--- src/csr_arch_pkg.sv ---
package csr_arch_pkg;

    localparam int XLEN   = 32;
    localparam int ADDR_W = 12;

    typedef enum logic [1:0] {
        PRIV_U = 2'd0,
        PRIV_M = 2'd3
    } priv_mode_e;

    // exception and interrupt codes share the value 11
    typedef logic [4:0] exc_code_e;

    localparam exc_code_e EXC_II      = 5'd2;
    localparam exc_code_e EXC_ECALL_U = 5'd8;
    localparam exc_code_e EXC_ECALL_M = 5'd11;
    localparam exc_code_e IRQ_MSI     = 5'd3;
    localparam exc_code_e IRQ_MTI     = 5'd7;
    localparam exc_code_e IRQ_MEI     = 5'd11;

    localparam logic [ADDR_W-1:0] CSR_MSTATUS  = 12'h300;
    localparam logic [ADDR_W-1:0] CSR_MISA     = 12'h301;
    localparam logic [ADDR_W-1:0] CSR_MIE      = 12'h304;
    localparam logic [ADDR_W-1:0] CSR_MTVEC    = 12'h305;
    localparam logic [ADDR_W-1:0] CSR_MSCRATCH = 12'h340;
    localparam logic [ADDR_W-1:0] CSR_MEPC     = 12'h341;
    localparam logic [ADDR_W-1:0] CSR_MCAUSE   = 12'h342;
    localparam logic [ADDR_W-1:0] CSR_MTVAL    = 12'h343;
    localparam logic [ADDR_W-1:0] CSR_MIP      = 12'h344;
    localparam logic [ADDR_W-1:0] CSR_MCYCLE   = 12'hB00;
    localparam logic [ADDR_W-1:0] CSR_MHARTID  = 12'hF14;

    // mie, mpie and mpp
    localparam logic [XLEN-1:0] MSTATUS_MASK = 32'h0000_1888;
    localparam logic [XLEN-1:0] MIE_MASK     = 32'h0000_0888;
    localparam logic [XLEN-1:0] MIP_MASK     = 32'h0000_0888;
    localparam logic [XLEN-1:0] MTVEC_MASK   = 32'hFFFF_FFFD;
    localparam logic [XLEN-1:0] EPC_MASK     = 32'hFFFF_FFFC;

    // rv32, I and U extensions
    localparam logic [XLEN-1:0] MISA_VALUE = 32'h4010_0100;

    localparam int MSTATUS_MIE    = 3;
    localparam int MSTATUS_MPIE   = 7;
    localparam int MSTATUS_MPP_LO = 11;

endpackage

--- src/csr_op_pkg.sv ---
package csr_op_pkg;

    // encoded like funct3 bits 1:0
    typedef enum logic [2:0] {
        OP_NONE = 3'd0,
        OP_RW   = 3'd1,
        OP_RS   = 3'd2,
        OP_RC   = 3'd3
    } csr_op_e;

    typedef enum logic [3:0] {
        SEL_MSTATUS,
        SEL_MISA,
        SEL_MIE,
        SEL_MTVEC,
        SEL_MSCRATCH,
        SEL_MEPC,
        SEL_MCAUSE,
        SEL_MTVAL,
        SEL_MIP,
        SEL_MCYCLE,
        SEL_MHARTID
    } csr_sel_e;

endpackage

--- src/csr_decode.sv ---
module csr_decode
    import csr_arch_pkg::*;
    import csr_op_pkg::*;
(
    input  logic              valid_i,
    input  logic [2:0]        funct3_i,
    input  logic [ADDR_W-1:0] addr_i,
    input  logic [XLEN-1:0]   src_i,
    input  logic [XLEN-1:0]   imm_i,
    input  priv_mode_e        mode_i,
    output csr_op_e           op_o,
    output csr_sel_e          sel_o,
    output logic [XLEN-1:0]   operand_o,
    output logic              write_o,
    output logic              illegal_o
);
    logic hit;
    logic priv_ok;
    logic read_only;
    logic wants_write;

    always_comb begin
        case (funct3_i[1:0])
            2'b01:   op_o = OP_RW;
            2'b10:   op_o = OP_RS;
            2'b11:   op_o = OP_RC;
            default: op_o = OP_NONE;
        endcase
        if (!valid_i) begin
            op_o = OP_NONE;
        end
    end

    always_comb begin
        hit = 1'b1;
        case (addr_i)
            CSR_MSTATUS:  sel_o = SEL_MSTATUS;
            CSR_MISA:     sel_o = SEL_MISA;
            CSR_MIE:      sel_o = SEL_MIE;
            CSR_MTVEC:    sel_o = SEL_MTVEC;
            CSR_MSCRATCH: sel_o = SEL_MSCRATCH;
            CSR_MEPC:     sel_o = SEL_MEPC;
            CSR_MCAUSE:   sel_o = SEL_MCAUSE;
            CSR_MTVAL:    sel_o = SEL_MTVAL;
            CSR_MIP:      sel_o = SEL_MIP;
            CSR_MCYCLE:   sel_o = SEL_MCYCLE;
            CSR_MHARTID:  sel_o = SEL_MHARTID;
            default: begin
                sel_o = SEL_MSTATUS;
                hit   = 1'b0;
            end
        endcase
    end

    // uimm form takes the zero-extended immediate
    assign operand_o = funct3_i[2] ? imm_i : src_i;

    // set/clear with zero source is a pure read
    assign wants_write = (op_o == OP_RW) ||
                         (((op_o == OP_RS) || (op_o == OP_RC)) && (operand_o != '0));

    assign priv_ok   = mode_i >= addr_i[9:8];
    // misa is fixed here even though its address is writable space
    assign read_only = (&addr_i[11:10]) || (sel_o == SEL_MISA);

    assign illegal_o = valid_i &&
                       ((op_o == OP_NONE) || !hit || !priv_ok || (wants_write && read_only));
    assign write_o   = valid_i && !illegal_o && wants_write;

    // a write never reaches read-only space or a more privileged level
    always_comb begin
        if (write_o) begin
            assert (!(&addr_i[11:10]) && (mode_i >= addr_i[9:8]) && (op_o != OP_NONE));
        end
    end

endmodule

--- src/csr_execute.sv ---
module csr_execute
    import csr_arch_pkg::*;
    import csr_op_pkg::*;
(
    input  logic            clk,
    input  logic            rst,
    input  csr_op_e         op_i,
    input  csr_sel_e        sel_i,
    input  logic [XLEN-1:0] operand_i,
    input  logic            write_i,
    input  logic            flush_i,
    input  logic [XLEN-1:0] mstatus_i,
    input  logic [XLEN-1:0] misa_i,
    input  logic [XLEN-1:0] mie_i,
    input  logic [XLEN-1:0] mtvec_i,
    input  logic [XLEN-1:0] mscratch_i,
    input  logic [XLEN-1:0] mepc_i,
    input  logic [XLEN-1:0] mcause_i,
    input  logic [XLEN-1:0] mtval_i,
    input  logic [XLEN-1:0] mip_i,
    input  logic [XLEN-1:0] mcycle_i,
    input  logic [XLEN-1:0] mhartid_i,
    output logic [XLEN-1:0] rdata_o,
    output logic            wr_en_o,
    output csr_sel_e        wr_sel_o,
    output logic [XLEN-1:0] wr_data_o
);
    logic [XLEN-1:0] new_val;
    logic            s1_valid;
    logic            s2_valid;
    csr_sel_e        s1_sel;
    csr_sel_e        s2_sel;
    logic [XLEN-1:0] s1_data;
    logic [XLEN-1:0] s2_data;

    always_comb begin
        case (sel_i)
            SEL_MSTATUS:  rdata_o = mstatus_i;
            SEL_MISA:     rdata_o = misa_i;
            SEL_MIE:      rdata_o = mie_i;
            SEL_MTVEC:    rdata_o = mtvec_i;
            SEL_MSCRATCH: rdata_o = mscratch_i;
            SEL_MEPC:     rdata_o = mepc_i;
            SEL_MCAUSE:   rdata_o = mcause_i;
            SEL_MTVAL:    rdata_o = mtval_i;
            SEL_MIP:      rdata_o = mip_i;
            SEL_MCYCLE:   rdata_o = mcycle_i;
            SEL_MHARTID:  rdata_o = mhartid_i;
            default:      rdata_o = '0;
        endcase
    end

    always_comb begin
        case (op_i)
            OP_RS:   new_val = rdata_o | operand_i;
            OP_RC:   new_val = rdata_o & ~operand_i;
            default: new_val = operand_i;
        endcase
    end

    // flush kills the issue cycle and both stages
    always_ff @(posedge clk or posedge rst) begin
        if (rst) begin
            s1_valid <= 1'b0;
            s2_valid <= 1'b0;
        end else begin
            s1_valid <= write_i & ~flush_i;
            s2_valid <= s1_valid & ~flush_i;
        end
    end

    always_ff @(posedge clk) begin
        s1_sel  <= sel_i;
        s1_data <= new_val;
        s2_sel  <= s1_sel;
        s2_data <= s1_data;
    end

    assign wr_en_o   = s2_valid & ~flush_i;
    assign wr_sel_o  = s2_sel;
    assign wr_data_o = s2_data;

    // a flush in this cycle or the two before leaves nothing to write
    a_no_write_after_flush: assert property (
        @(posedge clk) disable iff (rst)
        wr_en_o |-> !flush_i && !$past(flush_i) && !$past(flush_i, 2)
    );

endmodule

--- src/csr_irq.sv ---
module csr_irq
    import csr_arch_pkg::*;
(
    input  logic            clk,
    input  logic            rst,
    input  logic            msip_i,
    input  logic            mtip_i,
    input  logic            meip_i,
    input  logic [XLEN-1:0] mie_i,
    input  logic            mstatus_mie_i,
    input  priv_mode_e      mode_i,
    output logic [XLEN-1:0] mip_o,
    output logic            irq_o,
    output exc_code_e       irq_cause_o
);
    // {meip, mtip, msip}
    logic [2:0] req_s1;
    logic [2:0] req_s2;
    logic [2:0] pend;
    logic       global_en;

    always_ff @(posedge clk or posedge rst) begin
        if (rst) begin
            req_s1 <= '0;
            req_s2 <= '0;
        end else begin
            req_s1 <= {meip_i, mtip_i, msip_i};
            req_s2 <= req_s1;
        end
    end

    always_comb begin
        mip_o     = '0;
        mip_o[3]  = req_s2[0];
        mip_o[7]  = req_s2[1];
        mip_o[11] = req_s2[2];
    end

    assign pend      = {mie_i[11] & mip_o[11], mie_i[7] & mip_o[7], mie_i[3] & mip_o[3]};
    // user mode always takes machine interrupts
    assign global_en = (mode_i == PRIV_U) || mstatus_mie_i;
    assign irq_o     = (|pend) && global_en;

    assign irq_cause_o = pend[2] ? IRQ_MEI :
                         pend[1] ? IRQ_MTI :
                         pend[0] ? IRQ_MSI : exc_code_e'(5'd0);

    // the cause names a request line that was high two edges earlier
    a_irq_cause: assert property (
        @(posedge clk) disable iff (rst)
        irq_o |-> ((irq_cause_o == IRQ_MEI) && $past(meip_i, 2)) ||
                  ((irq_cause_o == IRQ_MTI) && $past(mtip_i, 2)) ||
                  ((irq_cause_o == IRQ_MSI) && $past(msip_i, 2))
    );

endmodule

--- src/csr_regs.sv ---
module csr_regs
    import csr_arch_pkg::*;
    import csr_op_pkg::*;
#(
    parameter logic [XLEN-1:0] HART_ID = '0
) (
    input  logic            clk,
    input  logic            rst,
    input  logic            wr_en_i,
    input  csr_sel_e        wr_sel_i,
    input  logic [XLEN-1:0] wr_data_i,
    input  logic            trap_take_i,
    input  logic            ret_take_i,
    input  exc_code_e       cause_i,
    input  logic            is_irq_i,
    input  logic [XLEN-1:0] epc_i,
    input  logic [XLEN-1:0] tval_i,
    input  priv_mode_e      mode_i,
    input  logic [XLEN-1:0] mip_i,
    output logic [XLEN-1:0] mstatus_o,
    output logic [XLEN-1:0] misa_o,
    output logic [XLEN-1:0] mie_o,
    output logic [XLEN-1:0] mtvec_o,
    output logic [XLEN-1:0] mscratch_o,
    output logic [XLEN-1:0] mepc_o,
    output logic [XLEN-1:0] mcause_o,
    output logic [XLEN-1:0] mtval_o,
    output logic [XLEN-1:0] mip_o,
    output logic [XLEN-1:0] mcycle_o,
    output logic [XLEN-1:0] mhartid_o
);
    always_ff @(posedge clk or posedge rst) begin
        if (rst) begin
            mstatus_o  <= '0;
            mie_o      <= '0;
            mtvec_o    <= '0;
            mscratch_o <= '0;
            mepc_o     <= '0;
            mcause_o   <= '0;
            mtval_o    <= '0;
            mcycle_o   <= '0;
        end else begin
            mcycle_o <= mcycle_o + 1'b1;
            if (wr_en_i) begin
                case (wr_sel_i)
                    SEL_MSTATUS:  mstatus_o  <= wr_data_i & MSTATUS_MASK;
                    SEL_MIE:      mie_o      <= wr_data_i & MIE_MASK;
                    SEL_MTVEC:    mtvec_o    <= wr_data_i & MTVEC_MASK;
                    SEL_MSCRATCH: mscratch_o <= wr_data_i;
                    SEL_MEPC:     mepc_o     <= wr_data_i & EPC_MASK;
                    SEL_MCAUSE:   mcause_o   <= wr_data_i;
                    SEL_MTVAL:    mtval_o    <= wr_data_i;
                    SEL_MCYCLE:   mcycle_o   <= wr_data_i;
                    // misa, mip and mhartid ignore writes
                    default: ;
                endcase
            end
            // trap entry overrides a write landing on the same edge
            if (trap_take_i) begin
                mepc_o   <= epc_i & EPC_MASK;
                mcause_o <= {is_irq_i, {(XLEN-6){1'b0}}, cause_i};
                mtval_o  <= is_irq_i ? '0 : tval_i;
                mstatus_o[MSTATUS_MPIE]        <= mstatus_o[MSTATUS_MIE];
                mstatus_o[MSTATUS_MIE]         <= 1'b0;
                mstatus_o[MSTATUS_MPP_LO +: 2] <= mode_i;
            end else if (ret_take_i) begin
                mstatus_o[MSTATUS_MIE]         <= mstatus_o[MSTATUS_MPIE];
                mstatus_o[MSTATUS_MPIE]        <= 1'b1;
                mstatus_o[MSTATUS_MPP_LO +: 2] <= PRIV_U;
            end
        end
    end

    // pending bits come straight from the synchronizers
    assign mip_o     = mip_i & MIP_MASK;
    assign misa_o    = MISA_VALUE;
    assign mhartid_o = HART_ID;

endmodule

--- src/csr_top.sv ---
module csr_top
    import csr_arch_pkg::*;
    import csr_op_pkg::*;
#(
    parameter logic [XLEN-1:0] HART_ID = 32'h0000_0001
) (
    input  logic              clk,
    input  logic              rst,
    input  logic              valid_i,
    input  logic [2:0]        funct3_i,
    input  logic [ADDR_W-1:0] addr_i,
    input  logic [XLEN-1:0]   src_i,
    input  logic [XLEN-1:0]   imm_i,
    input  logic              flush_i,
    input  logic              trap_i,
    input  logic              ecall_i,
    input  logic              mret_i,
    input  exc_code_e         cause_i,
    input  logic [XLEN-1:0]   epc_i,
    input  logic [XLEN-1:0]   tval_i,
    input  logic              msip_i,
    input  logic              mtip_i,
    input  logic              meip_i,
    output logic [XLEN-1:0]   rdata_o,
    output logic              illegal_o,
    output logic [XLEN-1:0]   target_pc_o,
    output priv_mode_e        mode_o,
    output logic              irq_o,
    output exc_code_e         irq_cause_o
);
    csr_op_e         op;
    csr_sel_e        sel;
    logic [XLEN-1:0] operand;
    logic            write;
    logic            wr_en;
    csr_sel_e        wr_sel;
    logic [XLEN-1:0] wr_data;
    logic            trap_take;
    logic            ret_take;
    exc_code_e       trap_cause;
    logic            is_irq;
    logic [XLEN-1:0] mip_req;
    logic [XLEN-1:0] mstatus;
    logic [XLEN-1:0] misa;
    logic [XLEN-1:0] mie;
    logic [XLEN-1:0] mtvec;
    logic [XLEN-1:0] mscratch;
    logic [XLEN-1:0] mepc;
    logic [XLEN-1:0] mcause;
    logic [XLEN-1:0] mtval;
    logic [XLEN-1:0] mip;
    logic [XLEN-1:0] mcycle;
    logic [XLEN-1:0] mhartid;

    csr_decode u_decode (
        .valid_i(valid_i), .funct3_i(funct3_i), .addr_i(addr_i), .src_i(src_i),
        .imm_i(imm_i), .mode_i(mode_o), .op_o(op), .sel_o(sel),
        .operand_o(operand), .write_o(write), .illegal_o(illegal_o)
    );

    csr_execute u_execute (
        .clk(clk), .rst(rst), .op_i(op), .sel_i(sel), .operand_i(operand),
        .write_i(write), .flush_i(flush_i), .mstatus_i(mstatus), .misa_i(misa),
        .mie_i(mie), .mtvec_i(mtvec), .mscratch_i(mscratch), .mepc_i(mepc),
        .mcause_i(mcause), .mtval_i(mtval), .mip_i(mip), .mcycle_i(mcycle),
        .mhartid_i(mhartid), .rdata_o(rdata_o), .wr_en_o(wr_en),
        .wr_sel_o(wr_sel), .wr_data_o(wr_data)
    );

    csr_regs #(.HART_ID(HART_ID)) u_regs (
        .clk(clk), .rst(rst), .wr_en_i(wr_en), .wr_sel_i(wr_sel), .wr_data_i(wr_data),
        .trap_take_i(trap_take), .ret_take_i(ret_take), .cause_i(trap_cause),
        .is_irq_i(is_irq), .epc_i(epc_i), .tval_i(tval_i), .mode_i(mode_o),
        .mip_i(mip_req), .mstatus_o(mstatus), .misa_o(misa), .mie_o(mie),
        .mtvec_o(mtvec), .mscratch_o(mscratch), .mepc_o(mepc), .mcause_o(mcause),
        .mtval_o(mtval), .mip_o(mip), .mcycle_o(mcycle), .mhartid_o(mhartid)
    );

    csr_trap u_trap (
        .clk(clk), .rst(rst), .trap_i(trap_i), .ecall_i(ecall_i), .mret_i(mret_i),
        .irq_i(irq_o), .cause_i(cause_i), .irq_cause_i(irq_cause_o),
        .mstatus_i(mstatus), .mtvec_i(mtvec), .mepc_i(mepc), .mode_o(mode_o),
        .trap_take_o(trap_take), .ret_take_o(ret_take), .cause_o(trap_cause),
        .is_irq_o(is_irq), .target_pc_o(target_pc_o)
    );

    csr_irq u_irq (
        .clk(clk), .rst(rst), .msip_i(msip_i), .mtip_i(mtip_i), .meip_i(meip_i),
        .mie_i(mie), .mstatus_mie_i(mstatus[MSTATUS_MIE]), .mode_i(mode_o),
        .mip_o(mip_req), .irq_o(irq_o), .irq_cause_o(irq_cause_o)
    );

endmodule

--- src/csr_trap.sv ---
module csr_trap
    import csr_arch_pkg::*;
(
    input  logic            clk,
    input  logic            rst,
    input  logic            trap_i,
    input  logic            ecall_i,
    input  logic            mret_i,
    input  logic            irq_i,
    input  exc_code_e       cause_i,
    input  exc_code_e       irq_cause_i,
    input  logic [XLEN-1:0] mstatus_i,
    input  logic [XLEN-1:0] mtvec_i,
    input  logic [XLEN-1:0] mepc_i,
    output priv_mode_e      mode_o,
    output logic            trap_take_o,
    output logic            ret_take_o,
    output exc_code_e       cause_o,
    output logic            is_irq_o,
    output logic [XLEN-1:0] target_pc_o
);
    logic            mret_bad;
    logic [XLEN-1:0] base;
    logic [XLEN-1:0] vec_pc;

    // mret from user mode becomes an illegal-instruction trap
    assign mret_bad    = mret_i && (mode_o == PRIV_U);
    assign trap_take_o = trap_i | ecall_i | mret_bad;
    assign ret_take_o  = mret_i & ~mret_bad;
    assign is_irq_o    = trap_i & irq_i;

    always_comb begin
        if (ecall_i) begin
            cause_o = (mode_o == PRIV_U) ? EXC_ECALL_U : EXC_ECALL_M;
        end else if (mret_bad) begin
            cause_o = EXC_II;
        end else if (is_irq_o) begin
            cause_o = irq_cause_i;
        end else begin
            cause_o = cause_i;
        end
    end

    assign base   = {mtvec_i[XLEN-1:2], 2'b00};
    assign vec_pc = base + {{(XLEN-7){1'b0}}, cause_o, 2'b00};

    assign target_pc_o = ret_take_o                 ? mepc_i :
                         (is_irq_o && mtvec_i[0])   ? vec_pc : base;

    always_ff @(posedge clk or posedge rst) begin
        if (rst) begin
            mode_o <= PRIV_M;
        end else if (trap_take_o) begin
            mode_o <= PRIV_M;
        end else if (ret_take_o) begin
            // unsupported mpp encodings fall back to machine mode
            mode_o <= (mstatus_i[MSTATUS_MPP_LO +: 2] == PRIV_U) ? PRIV_U : PRIV_M;
        end
    end

endmodule

--- config.mk ---
export PLATFORM = sky130hd
export DESIGN_NAME = csr_top
export DESIGN_NICKNAME = d
export VERILOG_FILES = /design/src/csr_arch_pkg.sv /design/src/csr_op_pkg.sv /design/src/csr_decode.sv /design/src/csr_execute.sv /design/src/csr_irq.sv /design/src/csr_regs.sv /design/src/csr_top.sv /design/src/csr_trap.sv
export SDC_FILE = /design/constraint.sdc
export NUM_CORES = 1
export LEC_CHECK = 0
export ABC_AREA = 0
export BUFFER_PORTS_ARGS = -buffer_cell sky130_fd_sc_hd__buf_2
export CAP_MARGIN = 25
export CORE_MARGIN = 10
export CORE_UTILIZATION = 57
export CTS_CLUSTER_DIAMETER = 100
export CTS_CLUSTER_SIZE = 28
export DETAILED_ROUTE_END_ITERATION = 10
export GPL_TIMING_DRIVEN = 0
export PLACE_DENSITY_LB_ADDON = 0.15
export SLEW_MARGIN = 20
export SYNTH_ARGS = -nofsm -noshare
export SYNTH_HDL_FRONTEND = slang
export SYNTH_SLANG_ARGS = --single-unit
export TNS_END_PERCENT = 5
--- constraint.sdc ---
create_clock -name clk -period 7.75 [get_ports clk]
set_input_delay 0.3875 -clock clk [delete_from_list [all_inputs] [get_ports clk]]
set_output_delay 0.3875 -clock clk [all_outputs]
set_load 0.02 [all_outputs]
; ---- Word level (Yosys, flattened, before mapping)
; Index checks and enable logic that the tools add are counted.
; Widths: inputs -> output; s select.
[word_totals]
regBits = 280
output_inout_bits = 73
elab_cells = 149
[classes]
addsub = 2
order_cmp = 1
eq_ne = 34
n_mux = 39
bitwise_logic = 15
n_reduce_logical = 41
[ops]
columns = cell, count
row1 = $mux 32, 15
row2 = $pmux 32 s11, 1
row3 = $eq 12x10->1 const B, 9
row4 = $pmux 32 s2, 1
row5 = $pmux 4 s10, 1
row6 = $add 32x1->32 const B, 1
row7 = $add 32x7->32, 1
row8 = $and 32x32->32, 1
row9 = $eq 4x3->1 const B, 8
row10 = $not 32->32, 1
row11 = $or 32x32->32, 1
row12 = $reduce_bool 32->1, 1
row13 = $mux 13, 2
row14 = $mux 5, 5
row15 = $eq 12x12->1 const B, 2
row16 = $eq 4x2->1 const B, 4
row17 = $eq 4x4->1 const B, 4
row18 = $mux 2, 8
row19 = $reduce_and 2->1, 8
row20 = $reduce_or 11->1, 1
row21 = $reduce_bool 2->1, 5
row22 = $and 1x1->1, 8
row23 = $eq 2x2->1 const B, 4
row24 = $logic_and 1x1->1, 8
row25 = other kinds (14), 32

; ---- Depth between registers and ports, before layout
; Gate-level depths: netlist (run 1).
[logic_depth]
depth_word = 14
ltp_mapped = 14
ltp_nobuf = 13

; ---- Hierarchy
; Synthesis (run 1) repeated with hierarchy kept, for this count alone.
[unflattened]
hier_cells = 1888
area_unflattened_um2 = 17395.4
[modules_own_cells]
columns = mod, instances, cells_each, area_per_inst_um2
row1 = csr_regs, 1, 943, 9716.8
row2 = csr_execute, 1, 582, 5083.6
row3 = csr_trap, 1, 208, 1316.3
row4 = csr_decode, 1, 109, 845.8
row5 = csr_irq, 1, 46, 432.9

; ---- Least setup slack after synthesis (run 1)
; Ideal clock, no wire load.
[synth_path]
kind = reg-to-output
startpoint = reg u_trap.mode_o[0]
endpoint = out target_pc_o[17]
t_arrival_ps = 3570
t_required_ps = 7363
path_slack_ps = 3792
path_stages_with_launch = 15
n_path_buf = 1
path_cell_list = dfstp_2 > clkbuf_1 > nor2b_1 > nor3_4 > nor3_1 > nor2_1 > a21oi_1 > inv_1 > ha_1 > a211oi_1 > o21ai_0 > a21oi_1 > nor4_1 > xnor2_1 > o21ai_0
[synth_between]
elab_chain_len = 10
word_cells_on_any_way = 15
cone_classes = add/sub (1) / mux (6) / bitwise (3) / reduce/logical (5)
[synth_rtl]
columns = item, line
row1 = from (decl), csr_trap.sv:15  ; output priv_mode_e mode_o,
row2 = from (signal assigned), csr_trap.sv:57  ; mode_o <= (mstatus_i[MSTATUS_MPP_LO +: 2] == PRIV_U) ? PRIV_U : PRIV_M;
row3 = $logic_not 2->1 (*), "csr_irq.sv:41, csr_trap.sv:27, csr_trap.sv:34"
row4 = $logic_or 1x1->1, csr_irq.sv:41  ; assign global_en = (mode_i == PRIV_U) || mstatus_mie_i;
row5 = $logic_and 1x1->1, csr_irq.sv:42  ; assign irq_o = (|pend) && global_en;
row6 = $and 1x1->1, csr_trap.sv:30  ; assign is_irq_o = trap_i & irq_i;
row7 = $mux 5, csr_trap.sv:37  ; end else if (is_irq_o) begin
row8 = $mux 5, csr_trap.sv:35  ; end else if (mret_bad) begin
row9 = $mux 5, csr_trap.sv:33  ; if (ecall_i) begin
row10 = $add 32x7->32, csr_trap.sv:45  ; assign vec_pc = base + {{(XLEN-7){1'b0}}, cause_o, 2'b00};
row11 = $mux 32, csr_trap.sv:48  ; (is_irq_o && mtvec_i[0]) ? vec_pc : base;
row12 = $mux 32 (*), csr_trap.sv:47  ; assign target_pc_o = ret_take_o ? mepc_i :
row13 = to (decl), csr_top.sv:26  ; output logic [XLEN-1:0] target_pc_o,
; Every way passes the cells marked *; elsewhere a longest branch is shown, timed or not.

; ---- Worst setup path in the final report (run 1)
[layout_path]
startpoint = reg u_trap.mode_o[0]
endpoint = out target_pc_o[15]
; Same word-level chain as after synthesis.

==> results by group, run 1 <==
Status
  – Status: finished clean

Critical path
  – CP Data Required Time: ~7.4 ns
  – Cells along the critical path: clkbuf_1 -> nor2b_1 -> nor3_4 -> nor3_1 -> nor2_1 -> a21oi_1 -> inv_1 -> ha_1 -> a211oi_1 -> o21ai_0 -> a21oi_1 -> nor3_1 -> xnor2_1 -> o21ai_0 -> buf_2
  – Worst stage delay on the critical path: ~0.88 ns
  – Slowest cell on crit path: a21oi_1
  – Critical path arrival: about 5.5 ns
  – Crit end category: output port
  – Setup crit start kind: flip-flop
  – Crit path max-delay family: compound AO/OA/AOI/OAI gates
  – Crit Path Class: flip-flop to output port
  – Crit path buf inv count: 3
  – Critical path peak fanout: 9

GRT
  – Total global-route track usage: a little under a third
  – First-pass GRT wire length: about 76 mm
  – Largest net degree at the start of global routing: between 80 and 90
  – Initial antenna violation count: 2
  – Vias in the first global route: approximately 13000
  – GR Overflow Total: 0

Logic synthesis
  – Yosys top cell by area: dfrtp_1
  – Post-synthesis sequential area ratio: 46.6%
  – Syn Inst Count: roughly 1500
  – Synth warn: 0
  – Netlist cell types: 73
  – Syn avg cell area: around 9.5 um2
  – Async SR Flop Fraction: 74.0%
  – Register bit total from synthesis: ~280
  – Top_reg_cell synth: dfrtp_1
  – Synth top area share: 36.2%
  – Largest cells by area after synthesis: dfrtp_1 36%, dfxtp_1 10%, nand2_1 6.5%
  – Post-synth EDFFs: 0
  – Post-Syn Area: between 0.01 and 0.015 mm2

Placement
  – GPL Wtd Cong: about 1.1
  – Port Buffer Count: 223
  – Placed cells: roughly 2000
  – HPWL after detailed placement: approximately 40 mm

Finish
  – Ant. Diodes: 0
  – Area of the multi-input gates: ~0.0070 mm2
  – Layout Nets: between 1500 and 2000
  – FF/Latch Area: 0.00657 mm2
  – Finished Layout Cells: roughly 2100
  – Synth-to-layout area growth: 14.8%
  – Most common cell after layout, fill and taps aside: buf_2
  – Share of cells above drive strength 1: about 22%
  – Fill count: between 2000 and 2500
  – Most frequent cells in the layout: 246 x buf_2, 243 x nand2_1, 204 x dfrtp_1

Clock tree
  – Post-CTS setup buffers: 0
  – Cts hold-fix bufs: 4
  – Clock sinks: ~280
  – CTS Root Cell: clkbuf_16
  – Htree depth: 1
  – CTS tree: built
  – Clk Latency, worst-skew pair: ~0.5 ns
  – CTS clock-pin slew for the worst setup and hold paths: 0.11 ns
  – Clock Tree Buf Depth: 3
  – Resize count post-CTS: 0
  – CTS buffer count: 14

STA
  – Worst-Margin Slew: 1.09 ns
  – Period minus WS final: slightly below 6 ns
  – Layout Skew: 0.0153 ns
  – RSZ-0062 raised after global routing: false
  – Fmax: about 170 MHz
  – Slew Limit Fails: 0
  – Final hold viol count: 0
  – Slew HR: between 20 and 30%
  – Final setup fails: 0
  – Final period util: 75.4%

Route
  – Drt pass-1 iters: 7
  – Initial DRC count: about 1500
  – WL per Instance: 24.3 um
  – Residual DRC count: 0
  – DRT Wirelength: 50.4 mm
  – Vias after detailed routing: around 13000
  – Via-per-instance ratio: 6.28
  – Post-DRT Antenna Nets: 0

Power and ir drop
  – Pleak: about 0.0075 uW
  – Power Density: between 150 and 200 mW/mm2
  – Total power: 2760 uW
  – Worst VDD drop: ~0.12 mV

Die
  – Core Region: about 0.024 mm2
  – Starting Density: about three fifths
  – DIE WIDTH: about 180 um
  – Die Y: around 180 um
  – I/O pins: approximately 230
  – Die Area: ~0.031 mm2
  – # rows: 57

Min path
  – HP Class: input pin to flip-flop

Run
  – Maxcap violations: 0
==> sequential cells by signal, summed over array words and instances (netlist names), 30 cells and up <==
signal               cells
u_execute.wr_data_o     32
u_regs.mscratch_o       32
u_regs.mcycle_o         32
u_regs.mepc_o           30
u_regs.mcause_o         32
u_regs.mtvec_o          31
u_execute.s1_data       32
u_regs.mtval_o          32
==> final cells by class <==
type | instances | area share (%)
Multi-Input combinational cell | 1095 | 43.4
Buffer | 107 | 2.91
Sequential cell | 277 | 40.6
Tap cell | 324 | 2.50
Timing Repair Buffer | 229 | 7.48
Clock inverter | 3 | 0.193
Clock buffer | 20 | 2.57
Inverter | 15 | 0.394
==> power breakdown <==
part | internal (uW) | leakage [uW] | switching, uW
clock | 389 | 0.000219 | 477
combinational | 113 | 0.00404 | 190
sequential | 1510 | 0.00328 | 84.0
==> per-stage QoR <==
| step | setup WS (ns) | setup TNS [ns] | util (%) | instance area [um2] | hold slack [ns] |
|---|---|---|---|---|---|
| finish | 1.90 | 0 | 66.6 | 16200 | 0.0713 |
| global route | 1.69 | 0 | 66.6 | 16200 | 0.0844 |
| CTS | 2.11 | 0 | 66.6 | 16200 | 0.0687 |
| detailed placement | 2.69 | 0 | 64.6 | 15700 | 0.312 |
| global placement | -0.540 | -104.59 | 64.3 | 15600 | 0.311 |
| floorplan | 1.77 | 0 | - | 14100 | 0.310 |
==> per-layer routing <==
| layer | wire length [um] | part of all wire [%] | vias up | GRT usage, % |
|---|---|---|---|---|
| li1 | - | - | 5865 | - |
| met1 | 19200 | 38 | 6211 | 40.3 |
| met2 | 23100 | 46 | 799 | 49.9 |
| met5 | 18 | 0.036 | - | 0 |
| met3 | 6280 | 12 | 113 | 8.71 |
| met4 | 1800 | 3.6 | 4 | 10.1 |
==> final timing paths <==
path,end,slack (ns),start,depth (start not counted)
max,target_pc_o[15],1.90,u_trap.mode_o[0],15
min,u_execute.s2_valid,0.07,flush_i,2
max reg2reg,u_regs.mcause_o[4],4.57,u_trap.mode_o[0],8
min reg2reg,u_execute.wr_data_o[18],0.32,u_execute.s1_data[18],0
max in group asynchronous,u_trap.mode_o[0],6.61,rst,4
min in group asynchronous,u_regs.mcycle_o[23],0.40,rst,3
==> Yosys cell counts (all sizes together), types with 4 or more instances <==
| library cell | number |
|---|---|
| a21oi | 85 |
| and2 | 14 |
| o2111ai | 10 |
| nor2 | 49 |
| o31ai | 4 |
| mux2i | 64 |
| nand2 | 243 |
| and4 | 6 |
| o22ai | 7 |
| xor2 | 25 |
| nor3b | 4 |
| o211ai | 4 |
| o21ai | 155 |
| nor4b | 5 |
| a22oi | 29 |
| nor3 | 25 |
| ha | 8 |
| nand4 | 22 |
| clkbuf | 63 |
| a222oi | 32 |
| o21a | 4 |
| nand2b | 4 |
| mux2 | 66 |
| a31oi | 5 |
| dfrtp | 204 |
| nor4 | 22 |
| dfxtp | 72 |
| buf | 44 |
| nand3 | 68 |
| a211oi | 4 |
| xnor2 | 28 |
| inv | 15 |
| and3 | 50 |
| nor2b | 8 |
| a31o | 5 |
| a21o | 8 |
==> cells by family (layout without fill, tap and decap cells) <==
| group | Yosys count | in the layout | share of synthesized area (%) |
|---|---|---|---|
| compound gates | 361 | 361 | 15.7 |
| xor+xnor | 53 | 53 | 3.29 |
| fa+ha+maj | 9 | 9 | 0.851 |
| buf+inv | 122 | 374 | 3.74 |
| flops | 277 | 277 | 46.6 |
| mux | 130 | 130 | 9.81 |
| other cells | 1 | 3 | 0.0266 |
| simple gates | 539 | 539 | 20.0 |
(Power assumes the default switching activity.)
==> inputs of run 2 (changes only) <==
--- a/config.mk
+++ b/config.mk
@@ -9,7 +9,7 @@
 export BUFFER_PORTS_ARGS = -buffer_cell sky130_fd_sc_hd__buf_2
 export CAP_MARGIN = 25
 export CORE_MARGIN = 10
-export CORE_UTILIZATION = 57
+export CORE_UTILIZATION = 52
 export CTS_CLUSTER_DIAMETER = 100
 export CTS_CLUSTER_SIZE = 28
 export DETAILED_ROUTE_END_ITERATION = 10
==> constraint.sdc (replaced) <==
create_clock -name clk -period 4.9 [get_ports clk]
set_input_delay 0.245 -clock clk [delete_from_list [all_inputs] [get_ports clk]]
set_output_delay 0.245 -clock clk [all_outputs]
set_load 0.02 [all_outputs]
==> results by group, run 2 (synthesis results as in run 1) <==
Status
  – Status: finished clean

Power and ir drop
  – Total power: 4390 uW
  – Power Density: about 260 mW/mm2
  – Worst VDD drop: ~0.25 mV
  – Pleak: slightly below 0.008 uW

Critical path
  – Setup crit start kind: flip-flop
  – Worst setup path startpoint: u_regs.mie_o[7]
  – CP Capture Point: target_pc_o[14]
  – Crit path max-delay family: compound AO/OA/AOI/OAI gates
  – Critical path peak fanout: 10
  – Critical path arrival: around 4.6 ns
  – R2r setup slk: between 1.5 and 2 ns
  – Crit end category: output port
  – Slowest cell on crit path: dfrtp_1
  – Worst r2r src: u_trap.mode_o[0]
  – Worst path depth: 15
  – Cells along the critical path: a222oi_1 -> buf_4 -> nor3_4 -> o32a_1 -> ha_1 -> inv_1 -> fa_1 -> nor2b_1 -> o21ai_0 -> a21boi_2 -> buf_2 -> o2111ai_1 -> xnor2_1 -> o21ai_0 -> buf_2
  – Crit Path Class: flip-flop to output port
  – Crit path buf inv count: 4
  – Worst R2R End: u_regs.mcause_o[4]
  – Worst stage delay on the critical path: 0.41 ns
  – Worst Reg-to-Reg Cells: 7
  – CP Data Required Time: approximately 4.7 ns

STA
  – Slew HR: 29.8%
  – Layout Skew: roughly 0.032 ns
  – Period minus WS final: roughly 4.9 ns
  – Worst-Margin Slew: ~1.0 ns
  – RSZ-0062 raised after global routing: true
  – Slew Limit Fails: 0
  – Final setup fails: 0
  – Final period util: around 100%
  – Final worst slack: roughly 0.012 ns
  – Fmax: between 200 and 250 MHz
  – Min Hold Slack: approximately 0.0073 ns
  – Final hold viol count: 0

Finish
  – Share of cells above drive strength 1: 22.3%
  – Ant. Diodes: 0
  – Most common cell after layout, fill and taps aside: buf_2
  – Synth-to-layout area growth: 18.1%
  – Final non-filler cell area: 0.0167 mm2
  – Layout Nets: 1945
  – Most frequent cells in the layout: 248 x buf_2, 243 x nand2_1, 204 x dfrtp_1

Placement
  – Port Buffer Count: between 200 and 250
  – HPWL after detailed placement: 42.9 mm
  – Placement Setup Slack: -0.190 ns
  – DP Area: 0.0158 mm2
  – GPL Wtd Cong: roughly 1

GRT
  – Total global-route track usage: a little under a third
  – Largest net degree at the start of global routing: 33
  – GR Overflow Total: 0
  – Initial antenna violation count: 3
  – First-pass GRT wire length: a little under 80 mm
  – Vias in the first global route: around 13000

Clock tree
  – CTS clock-pin slew for the worst setup and hold paths: roughly 0.11 ns
  – CTS Root Cell: clkbuf_16
  – Htree depth: 1
  – CTS tree: built
  – Clk Latency, worst-skew pair: around 0.52 ns
  – Clock Tree Buf Depth: 3
  – Clock sinks: roughly 280
  – CTS buffer count: 14

Run
  – Maxcap violations: 0

Min path
  – HP Class: input pin to flip-flop

Route
  – WL per Instance: roughly 25 um
  – DRT Wirelength: 53.3 mm
  – Residual DRC count: 0
  – Via-per-instance ratio: 6.12
  – Post-DRT Antenna Nets: 0
  – Drt pass-1 iters: 6
  – Vias after detailed routing: around 13000
  – Initial DRC count: 1829

Die
  – I/O pins: between 200 and 250
  – Core Region: around 0.027 mm2
  – Die Area: about 0.034 mm2
  – # rows: 60
  – Starting Density: about 53%
  – DIE WIDTH: around 180 um
  – Die Y: 185 um
[run 2: cell count changes in the layout (fill, tap and decap cells not counted), sizes merged]
| cell | before | now |
|---|---|---|
| buf | 269 | 280 |
| clkbuf | 83 | 82 |
| clkinv | 0 | 1 |
| clkinvlp | 0 | 1 |
| dlygate4sd3 | 4 | 33 |
| inv | 18 | 17 |
[run 2: worst reg2reg max path, cell delays in order (launching register included)]
cell      delay [ns]
dfstp_2         0.45
nor2b_1         0.44
nor2_1          0.13
nand2_1         0.18
clkbuf_1        0.49
buf_2           0.41
buf_1           0.55
o22ai_1         0.18
[run 2: layer usage]
metal | track usage (%) | up-vias | wire length [um]
li1 | - | 5959 | -
met1 | 41.4 | 6218 | 21900
met2 | 48.2 | 719 | 24100
met3 | 6.85 | 107 | 5570
met4 | 9.49 | 6 | 1730
met5 | 0 | - | 34
[run 2: layout make-up]
type                       count  area (um2)
fill                        2375       10100
multi-input combinational   1095        7040
sequential                   277        6570
timing repair buffer         269        1660
buffer                       106         470
tap                          341         427
clock buffer                  20         394
inverter                      15        60.1
clock inverter                 4        37.5
[run 2: report_power, final]
part	internal [uW]	switching [uW]	total (uW)	leakage (uW)
clock network	587	764	1350	0.000213
logic	205	312	516	0.00425
registers	2390	135	2520	0.00328
total	3180	1210	4390	0.00773
[run 2: per-stage QoR]
step / setup TNS, ns / util (%) / instances
after global routing: -0.0367 / 62.2 / 2127
final: 0 / 62.2 / 2127
after CTS: 0 / 62.1 / 2124
after global placement: -1.62 / 58.4 / 2058
after detailed placement: -1.25 / 59.1 / 2067
after floorplan: 0 / - / 1494
[run 2: what timing repair did]
item | 4_1_cts | 5_1_grt
setup endpoints to repair | 25 | 6
hold buffers | 33 | 0
buffers inserted | 1 | 2
pin swaps | 1 | 1
hold endpoints to repair | 63 | 0
gates resized for setup | 8 | 1
[run 2: how the worst min path moves through the flow]
stage	slack, ns	cells past startpoint	end	from
4_1_cts	0.001	3	u_regs.mepc_o[14]	epc_i[14]
6_report	0.007	3	u_regs.mepc_o[14]	epc_i[14]
5_1_grt	0.004	3	u_regs.mepc_o[17]	epc_i[17]
3_3_place_gp	0.31	0	u_execute.wr_data_o[22]	u_execute.s1_data[22]
2_1_floorplan	0.28	0	u_irq.req_s1[0]	msip_i
3_5_place_dp	0.30	3	u_regs.mcycle_o[24]	rst
